===== config.mk =====
export PLATFORM = sky130hd
export DESIGN_NAME = gcode_parser
export DESIGN_NICKNAME = d
export VERILOG_FILES = /design/src/rtl/gcode_pkg.sv /design/src/rtl/char_decoder.sv /design/src/rtl/number_builder.sv /design/src/rtl/arg_subparser.sv /design/src/rtl/command_assembler.sv /design/src/rtl/gcode_parser.sv
export VERILOG_INCLUDE_DIRS = /design/src /design/src/rtl
export SDC_FILE = /design/constraint.sdc
export NUM_CORES = 1
export LEC_CHECK = 0
export BUFFER_PORTS_ARGS = -buffer_cell sky130_fd_sc_hd__clkbuf_2
export CAP_MARGIN = 20
export CORE_MARGIN = 4
export CORE_UTILIZATION = 40
export DETAILED_ROUTE_END_ITERATION = 10
export GPL_TIMING_DRIVEN = 0
export PLACE_DENSITY = 0.59
export SLEW_MARGIN = 20
export SYNTH_ARGS = -nofsm -noshare
export SYNTH_HDL_FRONTEND = slang
export SYNTH_SLANG_ARGS = --single-unit

===== constraint.sdc =====
create_clock -name clk -period 3.85 [get_ports clk]
set_input_delay 0.5775 -clock clk [delete_from_list [all_inputs] [get_ports clk]]
set_output_delay 0.5775 -clock clk [all_outputs]
set_load 0.01 [all_outputs]

===== src/rtl/gcode_defines.svh =====
`ifndef GCODE_DEFINES_SVH
`define GCODE_DEFINES_SVH

// one ascii character
`define GCODE_BYTE_BITS 8
// value of one decimal digit
`define GCODE_DIGIT_BITS 4
// signed integer value of a word
`define GCODE_NUM_BITS 8
// signed value in hundredths
`define GCODE_PRECISE_BITS 16
// integer accumulator, leaves headroom to catch overflow
`define GCODE_WIDE_BITS 16

`endif


===== src/rtl/gcode_pkg.sv =====
`include "gcode_defines.svh"

package gcode_pkg;

	// classes of input characters
	typedef enum logic [2:0] {
		CC_DIGIT,
		CC_LETTER,
		CC_MINUS,
		CC_DOT,
		CC_SPACE,
		CC_NEWLINE,
		CC_OTHER
	} char_class_t;

	typedef struct packed {
		logic [`GCODE_BYTE_BITS-1:0] ch;
		char_class_t cls;
		logic [`GCODE_DIGIT_BITS-1:0] digit;
	} char_info_t;

	// letter is zero for a malformed word
	typedef struct packed {
		logic [`GCODE_BYTE_BITS-1:0] letter;
		logic too_big;
		logic signed [`GCODE_NUM_BITS-1:0] num;
		logic signed [`GCODE_PRECISE_BITS-1:0] precise;
	} word_t;

	typedef struct packed {
		logic present;
		logic too_big;
		logic signed [`GCODE_NUM_BITS-1:0] num;
		logic signed [`GCODE_PRECISE_BITS-1:0] precise;
	} arg_result_t;

	typedef struct packed {
		logic [`GCODE_BYTE_BITS-1:0] code_letter;
		logic signed [`GCODE_NUM_BITS-1:0] code_num;
		arg_result_t x;
		arg_result_t y;
		arg_result_t z;
		arg_result_t f;
		logic error;
	} gcode_cmd_t;

endpackage


===== src/rtl/char_decoder.sv =====
`timescale 1ns/1ps
`include "gcode_defines.svh"

module char_decoder import gcode_pkg::*; (
	input logic clk,
	input logic reset,
	input logic fetch,
	output logic char_req,
	input logic char_ack,
	input logic [`GCODE_BYTE_BITS-1:0] char_data,
	output logic char_valid,
	output char_info_t char_info
);

	typedef enum logic [1:0] {
		D_IDLE,
		D_ARM,
		D_REQ
	} dec_state_t;

	dec_state_t state;
	logic [`GCODE_BYTE_BITS-1:0] ch;
	char_class_t cls;

	always_ff @(posedge clk) begin
		if (reset) begin
			state <= D_IDLE;
			char_req <= 1'b0;
			char_valid <= 1'b0;
		end else begin
			char_valid <= 1'b0;
			case (state)
				D_IDLE: begin
					if (fetch && char_ack) begin
						state <= D_ARM;
					end else if (fetch) begin
						char_req <= 1'b1;
						state <= D_REQ;
					end
				end
				// previous handshake still closing
				D_ARM: begin
					if (!char_ack) begin
						char_req <= 1'b1;
						state <= D_REQ;
					end
				end
				D_REQ: begin
					if (char_ack) begin
						char_req <= 1'b0;
						char_valid <= 1'b1;
						state <= D_IDLE;
					end
				end
				default: state <= D_IDLE;
			endcase
		end
	end

	always_ff @(posedge clk) begin
		if (state == D_REQ && char_ack) begin
			ch <= char_data;
		end
	end

	always_comb begin
		case (ch) inside
			["0":"9"]: cls = CC_DIGIT;
			["A":"Z"]: cls = CC_LETTER;
			"-": cls = CC_MINUS;
			".": cls = CC_DOT;
			// tab and carriage return act as blanks
			" ", 8'h09, 8'h0d: cls = CC_SPACE;
			8'h0a: cls = CC_NEWLINE;
			default: cls = CC_OTHER;
		endcase
	end

	assign char_info = '{
		ch: ch,
		cls: cls,
		digit: (cls == CC_DIGIT) ? ch[`GCODE_DIGIT_BITS-1:0] : '0
	};

	// a new request waits for the source to release ack
	a_req_after_ack: assert property (@(posedge clk) disable iff (reset)
		char_ack && !char_req |=> !char_req);

endmodule


===== src/rtl/number_builder.sv =====
`timescale 1ns/1ps
`include "gcode_defines.svh"

module number_builder #(
	parameter int NUM_BITS = `GCODE_WIDE_BITS
) (
	input logic clk,
	input logic reset,
	input logic zero,
	input logic advance,
	input logic is_negative,
	input logic [`GCODE_DIGIT_BITS-1:0] digit,
	output logic signed [NUM_BITS-1:0] num
);

	localparam logic signed [NUM_BITS-1:0] TEN = 10;

	logic signed [NUM_BITS-1:0] digit_ext;
	logic signed [NUM_BITS-1:0] scaled;
	logic signed [NUM_BITS-1:0] next_num;

	assign digit_ext = NUM_BITS'(digit);
	assign scaled = num * TEN;

	// negative values grow downward so the sign never needs a flip
	assign next_num = is_negative ? scaled - digit_ext : scaled + digit_ext;

	always_ff @(posedge clk) begin
		if (reset || zero) begin
			num <= '0;
		end else if (advance) begin
			num <= next_num;
		end
	end

endmodule


===== src/rtl/arg_subparser.sv =====
`timescale 1ns/1ps
`include "gcode_defines.svh"

module arg_subparser import gcode_pkg::*; (
	input logic clk,
	input logic reset,
	input logic busy,
	input logic char_valid,
	input char_info_t char_info,
	output logic fetch,
	output logic word_valid,
	output word_t word,
	output logic line_end
);

	localparam int NUM_MAX = (1 << (`GCODE_NUM_BITS - 1)) - 1;
	localparam int NUM_MIN = -(1 << (`GCODE_NUM_BITS - 1));
	localparam logic signed [`GCODE_PRECISE_BITS-1:0] TEN = 10;
	localparam logic signed [`GCODE_PRECISE_BITS-1:0] HUNDRED = 100;

	typedef enum logic [2:0] {
		S_LETTER,
		S_SIGN,
		S_INT,
		S_FRAC,
		S_TERM
	} sub_state_t;

	sub_state_t state;
	logic pending;
	logic negative;
	logic seen_digit;
	logic bad;
	logic too_big;
	logic [1:0] frac_cnt;
	logic [`GCODE_BYTE_BITS-1:0] letter;
	logic is_digit;
	logic is_term;
	logic emit;
	logic adv_int;
	logic adv_precise;
	logic out_of_range;
	logic word_bad;
	logic word_big;
	logic signed [`GCODE_WIDE_BITS-1:0] wide_num;
	logic signed [`GCODE_PRECISE_BITS-1:0] precise_num;
	logic signed [`GCODE_PRECISE_BITS-1:0] precise_pad;

	number_builder #(
		.NUM_BITS(`GCODE_WIDE_BITS)
	) u_int_builder (
		.clk(clk),
		.reset(reset),
		.zero(emit),
		.advance(adv_int),
		.is_negative(negative),
		.digit(char_info.digit),
		.num(wide_num)
	);

	number_builder #(
		.NUM_BITS(`GCODE_PRECISE_BITS)
	) u_precise_builder (
		.clk(clk),
		.reset(reset),
		.zero(emit),
		.advance(adv_precise),
		.is_negative(negative),
		.digit(char_info.digit),
		.num(precise_num)
	);

	// no fetch while a word or a finished line is on its way out
	assign fetch = !pending && !busy && !word_valid;

	assign is_digit = char_info.cls == CC_DIGIT;
	assign is_term = char_info.cls == CC_SPACE || char_info.cls == CC_NEWLINE;
	assign emit = char_valid && is_term
		&& (state != S_LETTER || char_info.cls == CC_NEWLINE);
	assign adv_int = char_valid && is_digit && (state == S_SIGN || state == S_INT);
	assign adv_precise = adv_int || (char_valid && is_digit && state == S_FRAC);

	assign out_of_range = int'(wide_num) > NUM_MAX || int'(wide_num) < NUM_MIN;
	assign word_bad = bad || !seen_digit;
	assign word_big = too_big || out_of_range;

	// missing fraction digits count as trailing zeros
	always_comb begin
		case (frac_cnt)
			2'd0: precise_pad = precise_num * HUNDRED;
			2'd1: precise_pad = precise_num * TEN;
			default: precise_pad = precise_num;
		endcase
	end

	always_ff @(posedge clk) begin
		if (reset) begin
			state <= S_LETTER;
			pending <= 1'b0;
			negative <= 1'b0;
			seen_digit <= 1'b0;
			bad <= 1'b0;
			too_big <= 1'b0;
			frac_cnt <= '0;
			word_valid <= 1'b0;
		end else begin
			word_valid <= 1'b0;
			if (fetch) begin
				pending <= 1'b1;
			end else if (char_valid) begin
				pending <= 1'b0;
			end
			// sticky so later digits cannot wrap the accumulator back in range
			if (out_of_range) begin
				too_big <= 1'b1;
			end
			if (emit) begin
				word_valid <= 1'b1;
				state <= S_LETTER;
				negative <= 1'b0;
				seen_digit <= 1'b0;
				bad <= 1'b0;
				too_big <= 1'b0;
				frac_cnt <= '0;
			end else if (char_valid) begin
				case (state)
					S_LETTER: begin
						if (char_info.cls == CC_LETTER) begin
							state <= S_SIGN;
						end else if (char_info.cls != CC_SPACE) begin
							bad <= 1'b1;
							state <= S_TERM;
						end
					end
					S_SIGN: begin
						if (char_info.cls == CC_MINUS) begin
							negative <= 1'b1;
							state <= S_INT;
						end else if (is_digit) begin
							seen_digit <= 1'b1;
							state <= S_INT;
						end else begin
							bad <= 1'b1;
							state <= S_TERM;
						end
					end
					S_INT: begin
						if (is_digit) begin
							seen_digit <= 1'b1;
						end else if (char_info.cls == CC_DOT) begin
							state <= S_FRAC;
						end else begin
							bad <= 1'b1;
							state <= S_TERM;
						end
					end
					S_FRAC: begin
						if (is_digit) begin
							frac_cnt <= frac_cnt + 2'd1;
							if (frac_cnt == 2'd1) begin
								state <= S_TERM;
							end
						end else begin
							bad <= 1'b1;
							state <= S_TERM;
						end
					end
					// digits past the second fraction digit are dropped
					S_TERM: begin
						if (!is_digit) begin
							bad <= 1'b1;
						end
					end
					default: state <= S_LETTER;
				endcase
			end
		end
	end

	always_ff @(posedge clk) begin
		if (char_valid && state == S_LETTER && char_info.cls == CC_LETTER) begin
			letter <= char_info.ch;
		end
		if (emit) begin
			line_end <= char_info.cls == CC_NEWLINE;
			word.letter <= word_bad ? '0 : letter;
			word.too_big <= word_big;
			word.num <= (word_bad || word_big) ? '0 : wide_num[`GCODE_NUM_BITS-1:0];
			word.precise <= (word_bad || word_big) ? '0 : precise_pad;
		end
	end

	a_word_pulse: assert property (@(posedge clk) disable iff (reset)
		word_valid |=> !word_valid);

endmodule


===== src/rtl/command_assembler.sv =====
`timescale 1ns/1ps

module command_assembler import gcode_pkg::*; (
	input logic clk,
	input logic reset,
	input logic word_valid,
	input word_t word,
	input logic line_end,
	output logic busy,
	output logic cmd_req,
	input logic cmd_ack,
	output gcode_cmd_t cmd
);

	arg_result_t slot;

	assign slot = '{
		present: 1'b1,
		too_big: word.too_big,
		num: word.num,
		precise: word.precise
	};

	always_ff @(posedge clk) begin
		if (reset) begin
			cmd_req <= 1'b0;
			busy <= 1'b0;
			cmd <= '0;
		end else if (cmd_req) begin
			if (cmd_ack) begin
				cmd_req <= 1'b0;
				cmd <= '0;
			end
		end else if (busy) begin
			// sink has to drop ack before the next line may start
			if (!cmd_ack) begin
				busy <= 1'b0;
			end
		end else if (word_valid) begin
			case (word.letter)
				"G", "M": begin
					cmd.code_letter <= word.letter;
					cmd.code_num <= word.num;
				end
				"X": cmd.x <= slot;
				"Y": cmd.y <= slot;
				"Z": cmd.z <= slot;
				"F": cmd.f <= slot;
				// unknown letter or malformed word
				default: cmd.error <= 1'b1;
			endcase
			if (line_end) begin
				cmd_req <= 1'b1;
				busy <= 1'b1;
			end
		end
	end

	a_cmd_stable: assert property (@(posedge clk) disable iff (reset)
		cmd_req && !cmd_ack |=> $stable(cmd));

endmodule


===== src/rtl/gcode_parser.sv =====
`timescale 1ns/1ps
`include "gcode_defines.svh"

module gcode_parser import gcode_pkg::*; (
	input logic clk,
	input logic reset,
	output logic char_req,
	input logic char_ack,
	input logic [`GCODE_BYTE_BITS-1:0] char_data,
	output logic cmd_req,
	input logic cmd_ack,
	output gcode_cmd_t cmd
);

	logic fetch;
	logic char_valid;
	char_info_t char_info;
	logic word_valid;
	word_t word;
	logic line_end;
	logic busy;

	char_decoder u_decoder (
		.clk(clk),
		.reset(reset),
		.fetch(fetch),
		.char_req(char_req),
		.char_ack(char_ack),
		.char_data(char_data),
		.char_valid(char_valid),
		.char_info(char_info)
	);

	arg_subparser u_subparser (
		.clk(clk),
		.reset(reset),
		.busy(busy),
		.char_valid(char_valid),
		.char_info(char_info),
		.fetch(fetch),
		.word_valid(word_valid),
		.word(word),
		.line_end(line_end)
	);

	// holds busy while a finished line waits for the sink
	command_assembler u_assembler (
		.clk(clk),
		.reset(reset),
		.word_valid(word_valid),
		.word(word),
		.line_end(line_end),
		.busy(busy),
		.cmd_req(cmd_req),
		.cmd_ack(cmd_ack),
		.cmd(cmd)
	);

endmodule


**Word level (Yosys, flattened, before mapping)**

Cells that the tools add are included.

- Register bits: 220
- Input bits: 12
- Output and inout bits: 123

- Add/sub/neg operators: 5
- Multipliers: 3
- Order comparisons: 6
- Equal/unequal tests: 40
- Muxes and demuxes: 60
- Bitwise operators: 2
- Reductions and logical operators: 60

Operator list:

| operator | number |
|---|---|
| $mux W121 | 4 |
| $mux W26 | 4 |
| $eq A8 B7 Y1 const B | 6 |
| $mux W16 | 3 |
| $mux W3 | 13 |
| $add A16 B5 Y16 | 2 |
| $mul A16 B4 Y15 const B | 2 |
| $pmux W16 S2 | 1 |
| $sub A16 B5 Y16 | 2 |
| $eq A8 B4 Y1 const B | 3 |
| $eq A8 B6 Y1 const B | 3 |
| $mux W1 | 24 |
| $reduce_and A4 Y1 | 6 |
| $ne A2 B2 Y1 const B | 9 |
| $gt A16 B8 Y1 const B | 1 |
| $lt A16 B8 Y1 const B | 1 |
| $mul A16 B6 Y14 const B | 1 |
| $reduce_bool A2 Y1 | 8 |
| $pmux W3 S5 | 1 |
| $logic_and A1 B1 Y1 | 13 |
| $eq A3 B2 Y1 const B | 4 |
| $reduce_and A3 Y1 | 4 |
| $mux W2 | 5 |
| $reduce_and A5 Y1 | 2 |
| other kinds (28) | 54 |

**Logic depth before layout (Yosys ltp)**

- Word-level depth: 12
- Depth in mapped cells: 17
- Mapped depth without buffers: 16

**By module**

Synthesis repeated with hierarchy kept, for this count alone.

- Cell total of the unflattened synthesis: 1452
- Area, all modules: 13116.3 µm²

By module, submodules not included:

| module | times used | cells an instance | area an instance (µm²) | sequential area each (µm²) |
|---|---|---|---|---|
| command_assembler | 1 | 583 | 4863.4 | 2462.4 |
| arg_subparser | 1 | 347 | 3729.8 | 1481.4 |
| number_builder (u_subparser.u_precise_builder) | 1 | 244 | 1994.4 | 320.3 |
| number_builder (u_subparser.u_int_builder) | 1 | 225 | 1943.1 | 320.3 |
| char_decoder | 1 | 53 | 585.6 | 320.3 |

**Worst setup path before layout**

Ideal clock, no wire load.

- Path kind: reg2reg
- From: register u_decoder.ch[2]
- To: register u_subparser.u_int_builder.num[15]
- Setup time: 0.117 ns
- Data arrival time: 3.386 ns
- Required time: 3.733 ns
- Setup slack: 0.346 ns
- Cell stages (with the launch flop): 17
- Period minus slack after synthesis: 3.504 ns
- Cell sequence: edfxtp_1 > clkbuf_1 > o21ai_1 > and2_1 > buf_2 > nand2_1 > inv_1 > ha_1 > inv_1 > fa_1 > nor2_1 > o211ai_1 > or3_1 > or4_4 > o22ai_2 > mux2i_1 > nand2_1

- Cells in the longest elaborated chain, start to end: 12

RTL lines:

| element | RTL line | text |
|---|---|---|
| start, declared | char_decoder.sv:22 | `` logic [`GCODE_BYTE_BITS-1:0] ch; `` |
| start signal, assigned | char_decoder.sv:62 | `ch <= char_data;` |
| branches (longest 12 deep; another with $add A16 B5 Y16) | n/a |  |
| end signal, assigned | number_builder.sv:32 | `num <= next_num;` |
| end, declared | number_builder.sv:13 | `output logic signed [NUM_BITS-1:0] num` |

Several ways; the timed one is not identified.
A chain may end at the register's enable or synchronous reset.

**Worst setup path after layout**

- From: register u_decoder.ch[7]
- To: register u_subparser.u_int_builder.num[15]

- Cells in the longest elaborated chain, start to end: 12

RTL lines:

| element | RTL line | text |
|---|---|---|
| $eq A8 B4 Y1 (no line) or $eq A8 B6 Y1 (tied branches) | n/a |  |
| $reduce_or A3 Y1 or $mux W2 (tied branches) | char_decoder.sv:67 | `case (ch) inside` |
| $mux W3 (4 in a row) | char_decoder.sv:67 |  |
| $mux W3 (*) | char_decoder.sv:67 |  |
| branches (longest 5 deep; another with $add A16 B5 Y16) | n/a |  |

Mark *: on every way between the ends.

==> run_results.csv <==
group,metric,value,unit
cells_and_area,postLayoutCoreUtil,0.473,
routing,wl,32.7,mm
cells_and_area,fin_cells,1900,
timing,finalMaxSlewViolations,0,
power,pwr_density_cell,327,nW/um^2
global_route,met2_usage,0.323,
cells_and_area,layout-drive-gt1-share,0.144,
cells_and_area,final_common_cell,"nor2_1",
global_route,met1_usage,0.264,
job,cap_violations,0,
timing,rsz0062_at_grt,"false",
clock_tree,clkSinkCount,220,
floorplanning,start_util,0.404,
timing,hold_viol_final,0,
setup_path,critPathLaunchType,"flop",
logic_synthesis,yosysUniqueCellTypes,81,
timing,timing.final.ws_setup,218,ps
floorplanning,rows,63,
global_route,grt_pass1_vias,9811,
logic_synthesis,synth_area_per_cell,9.04,um^2
setup_path,cp_max_fo,9,
cells_and_area,multiInputGateArea,6480,um^2
global_route,grt_util_all_layers,0.191,
clock_tree,cts_buffer_depth,3,
logic_synthesis,ys_ff_latch,220,
min_path,hold_path.class,"input pin to flop",
setup_path,rrSetupSlack,220,ps
global_route,antenna_found_initial,0,
logic_synthesis,netlist_area,12000,um^2
clock_tree,htree_levels,1,
routing,route.vias.total,10313,
cells_and_area,fillers,2849,
logic_synthesis,syn-num-nets,1440,
logic_synthesis,yosysWarnings,0,
routing,first_iter_violations,617,
setup_path,r2r_start,"u_decoder.ch[7]$_DFFE_PP_",
logic_synthesis,synth-async-reset-ratio,0,
global_route,grt_pass1_wl,52.5,mm
timing,min_period,3630,ps
logic_synthesis,synth_edf_count,50,
setup_path,crit_required,4250,ps
place,pre_cts_ws,-238,ps
place,dp_cells,1847,
place,port_buffers,134,
global_route,top_usage_layer,"met2",
min_path,whs_endpoint,"u_decoder.ch[7]$_DFFE_PP_",
floorplanning,io_pins,135,
logic_synthesis,synth_cells,1323,
setup_path,r2r-end,"u_subparser.u_int_builder.num[15]$_SDFFE_PP0P_",
floorplanning,core,29600,um^2
timing,slew_headroom,0.252,
cells_and_area,finalNetCount,1610,
cells_and_area,area_delta_synth_final,16.8,%
setup_path,r2r_cells,15,
timing,setup_viol,0,
min_path,holdPathStages,1,
place,dp_hpwl,25.1,mm
floorplanning,dieWidth,181,um
cells_and_area,final_cell_mix,"nor2_1, dfxtp_1, clkbuf_2",
clock_tree,postCtsHoldBufs,0,
power,p_leak,5.96,nW
timing,fin_tns_setup,0,ps
power,irDropWorstVdd,0.276,mV
cells_and_area,diodes,0,
clock_tree,cts_tree,"done",
global_route,met3_usage,0.0260,
status,status,"complete, no violations",
clock_tree,insertion_delay,510,ps
routing,postRouteAntennaNets,0,
global_route,grt_overflow,0,
floorplanning,die_h,181,um
setup_path,end_kind,"flop",
timing,finalCritPeriodShare,0.943,
clock_tree,clock-root-buffer,"clkbuf_16",
routing,firstDrtPassIters,6,
logic_synthesis,synthFlopType,"dfxtp_1",
min_path,hold_start,"char_data[7]",
clock_tree,clk_pin_slew_worst_paths,60,ps
setup_path,cp.arrival,4030,ps
timing,worst_pin_slew,1110,ps
routing,viasPerCell,5.43,
clock_tree,cts_buffers,23,
routing,routedWlPerCell,17.2,um
floorplanning,die-area,32700,um^2
place,gp_congestion,0.880,
setup_path,path_class,"flop to flop",
global_route,grt_start_max_net_pins,36,
timing,max_freq,0.275,GHz
power,total_power,4.57,mW
cells_and_area,seq_area,4910,um^2
timing,fin_worst_skew,10.1,ps
routing,drc_errors,0,
logic_synthesis,ys_seq_area_frac,0.410,
-- cell type report --
| cell class | count | share of cell area |
|---|---|---|
| clock buffers | 30 | 0.0445 |
| clock inverters | 12 | 0.00690 |
| flip-flops and latches | 220 | 0.351 |
| well taps | 390 | 0.0349 |
| multi-input cells | 950 | 0.464 |
| plain buffers | 65 | 0.0203 |
| inverters | 86 | 0.0233 |
| repair buffers | 147 | 0.0550 |
-- timing repair --
action | in CTS | in global routing
endpoints found under the setup margin | 3 | 6
pin swaps | 2 | 3
gates resized for setup | 3 | 13
setup buffers | 5 | 8
-- worst max-delay path by stage --
stage               cells after the start  slack [ps]                                        endpoint                       from
global route                           15           5  u_subparser.u_int_builder.num[15]$_SDFFE_PP0P_  u_decoder.ch[7]$_DFFE_PP_
detailed placement                     16        -240  u_subparser.u_int_builder.num[15]$_SDFFE_PP0P_  u_decoder.ch[2]$_DFFE_PP_
global placement                       16        -240  u_subparser.u_int_builder.num[15]$_SDFFE_PP0P_  u_decoder.ch[2]$_DFFE_PP_
floorplan                              16         350  u_subparser.u_int_builder.num[15]$_SDFFE_PP0P_  u_decoder.ch[2]$_DFFE_PP_
CTS                                    15          20  u_subparser.u_int_builder.num[15]$_SDFFE_PP0P_  u_decoder.ch[1]$_DFFE_PP_
finish                                 15         220  u_subparser.u_int_builder.num[15]$_SDFFE_PP0P_  u_decoder.ch[7]$_DFFE_PP_
-- through the flow --
| stage | hold slack, ps | area [um^2] |
|---|---|---|
| global placement | 443 | 13100 |
| floorplan | 424 | 12000 |
| detailed placement | 442 | 13100 |
| CTS | 215 | 13900 |
| global route | 215 | 14000 |
| finish | 241 | 14000 |
-- synth_stat cells, drive strengths merged (32+ instances only) --
| master | number | share of area |
|---|---|---|
| a22oi | 110 | 0.069 |
| dfxtp | 170 | 0.28 |
| o21ai | 35 | 0.015 |
| clkbuf | 55 | 0.019 |
| nand2 | 79 | 0.025 |
| nor3 | 32 | 0.013 |
| inv | 86 | 0.027 |
| a21oi | 70 | 0.029 |
| ha | 90 | 0.094 |
| edfxtp | 50 | 0.13 |
| nor2 | 202 | 0.063 |
| xnor2 | 33 | 0.024 |
-- metal layers --
metal,vias to the layer above,wire length (um)
met5,-,0
met4,0,531
li1,5092,-
met2,284,15400
met3,38,1820
met1,4899,15000
-- where the power goes --
part	internal [mW]	switching [mW]
Combinational	0.0234	0.0593
Sequential	2.36	0.00641
Clock	1.21	0.910
-- cell families (layout without fill, tap and decap cells) --
group	count (synthesis)	count (layout)	share of synthesized area
multiplexers	16	16	0.0135
adder cells (fa/ha/maj)	105	105	0.119
AND/OR/NAND/NOR	459	459	0.183
AO/OA/AOI/OAI	319	319	0.185
buffers and inverters	153	340	0.0509
XOR/XNOR	51	51	0.0380
flip-flops	220	220	0.410
-- worst max-delay path, stage by stage (launching register included) --
cell      delay (ps)
edfxtp_1         400
and4bb_2         330
and2_1           140
buf_6            140
nand2_2          110
inv_4             90
ha_2             180
inv_1             50
fa_1             370
nor2_1           110
o211ai_1         200
or3_4            430
or4_4            570
o22ai_4          120
mux2i_1          220
nand2_1           60
-- registers in the layout (all words and copies together) (netlist names), 2 cells and up --
| signal | cells |
|---|---|
| u_subparser.letter | 8 |
| u_subparser.word | 33 |
| u_subparser.u_precise_builder.num | 16 |
| u_decoder.ch | 8 |
| u_subparser.frac_cnt | 2 |
| u_decoder.state | 2 |
| u_subparser.state | 3 |
| u_assembler.cmd | 121 |
| u_subparser.u_int_builder.num | 16 |
(Power assumes the default switching activity.)
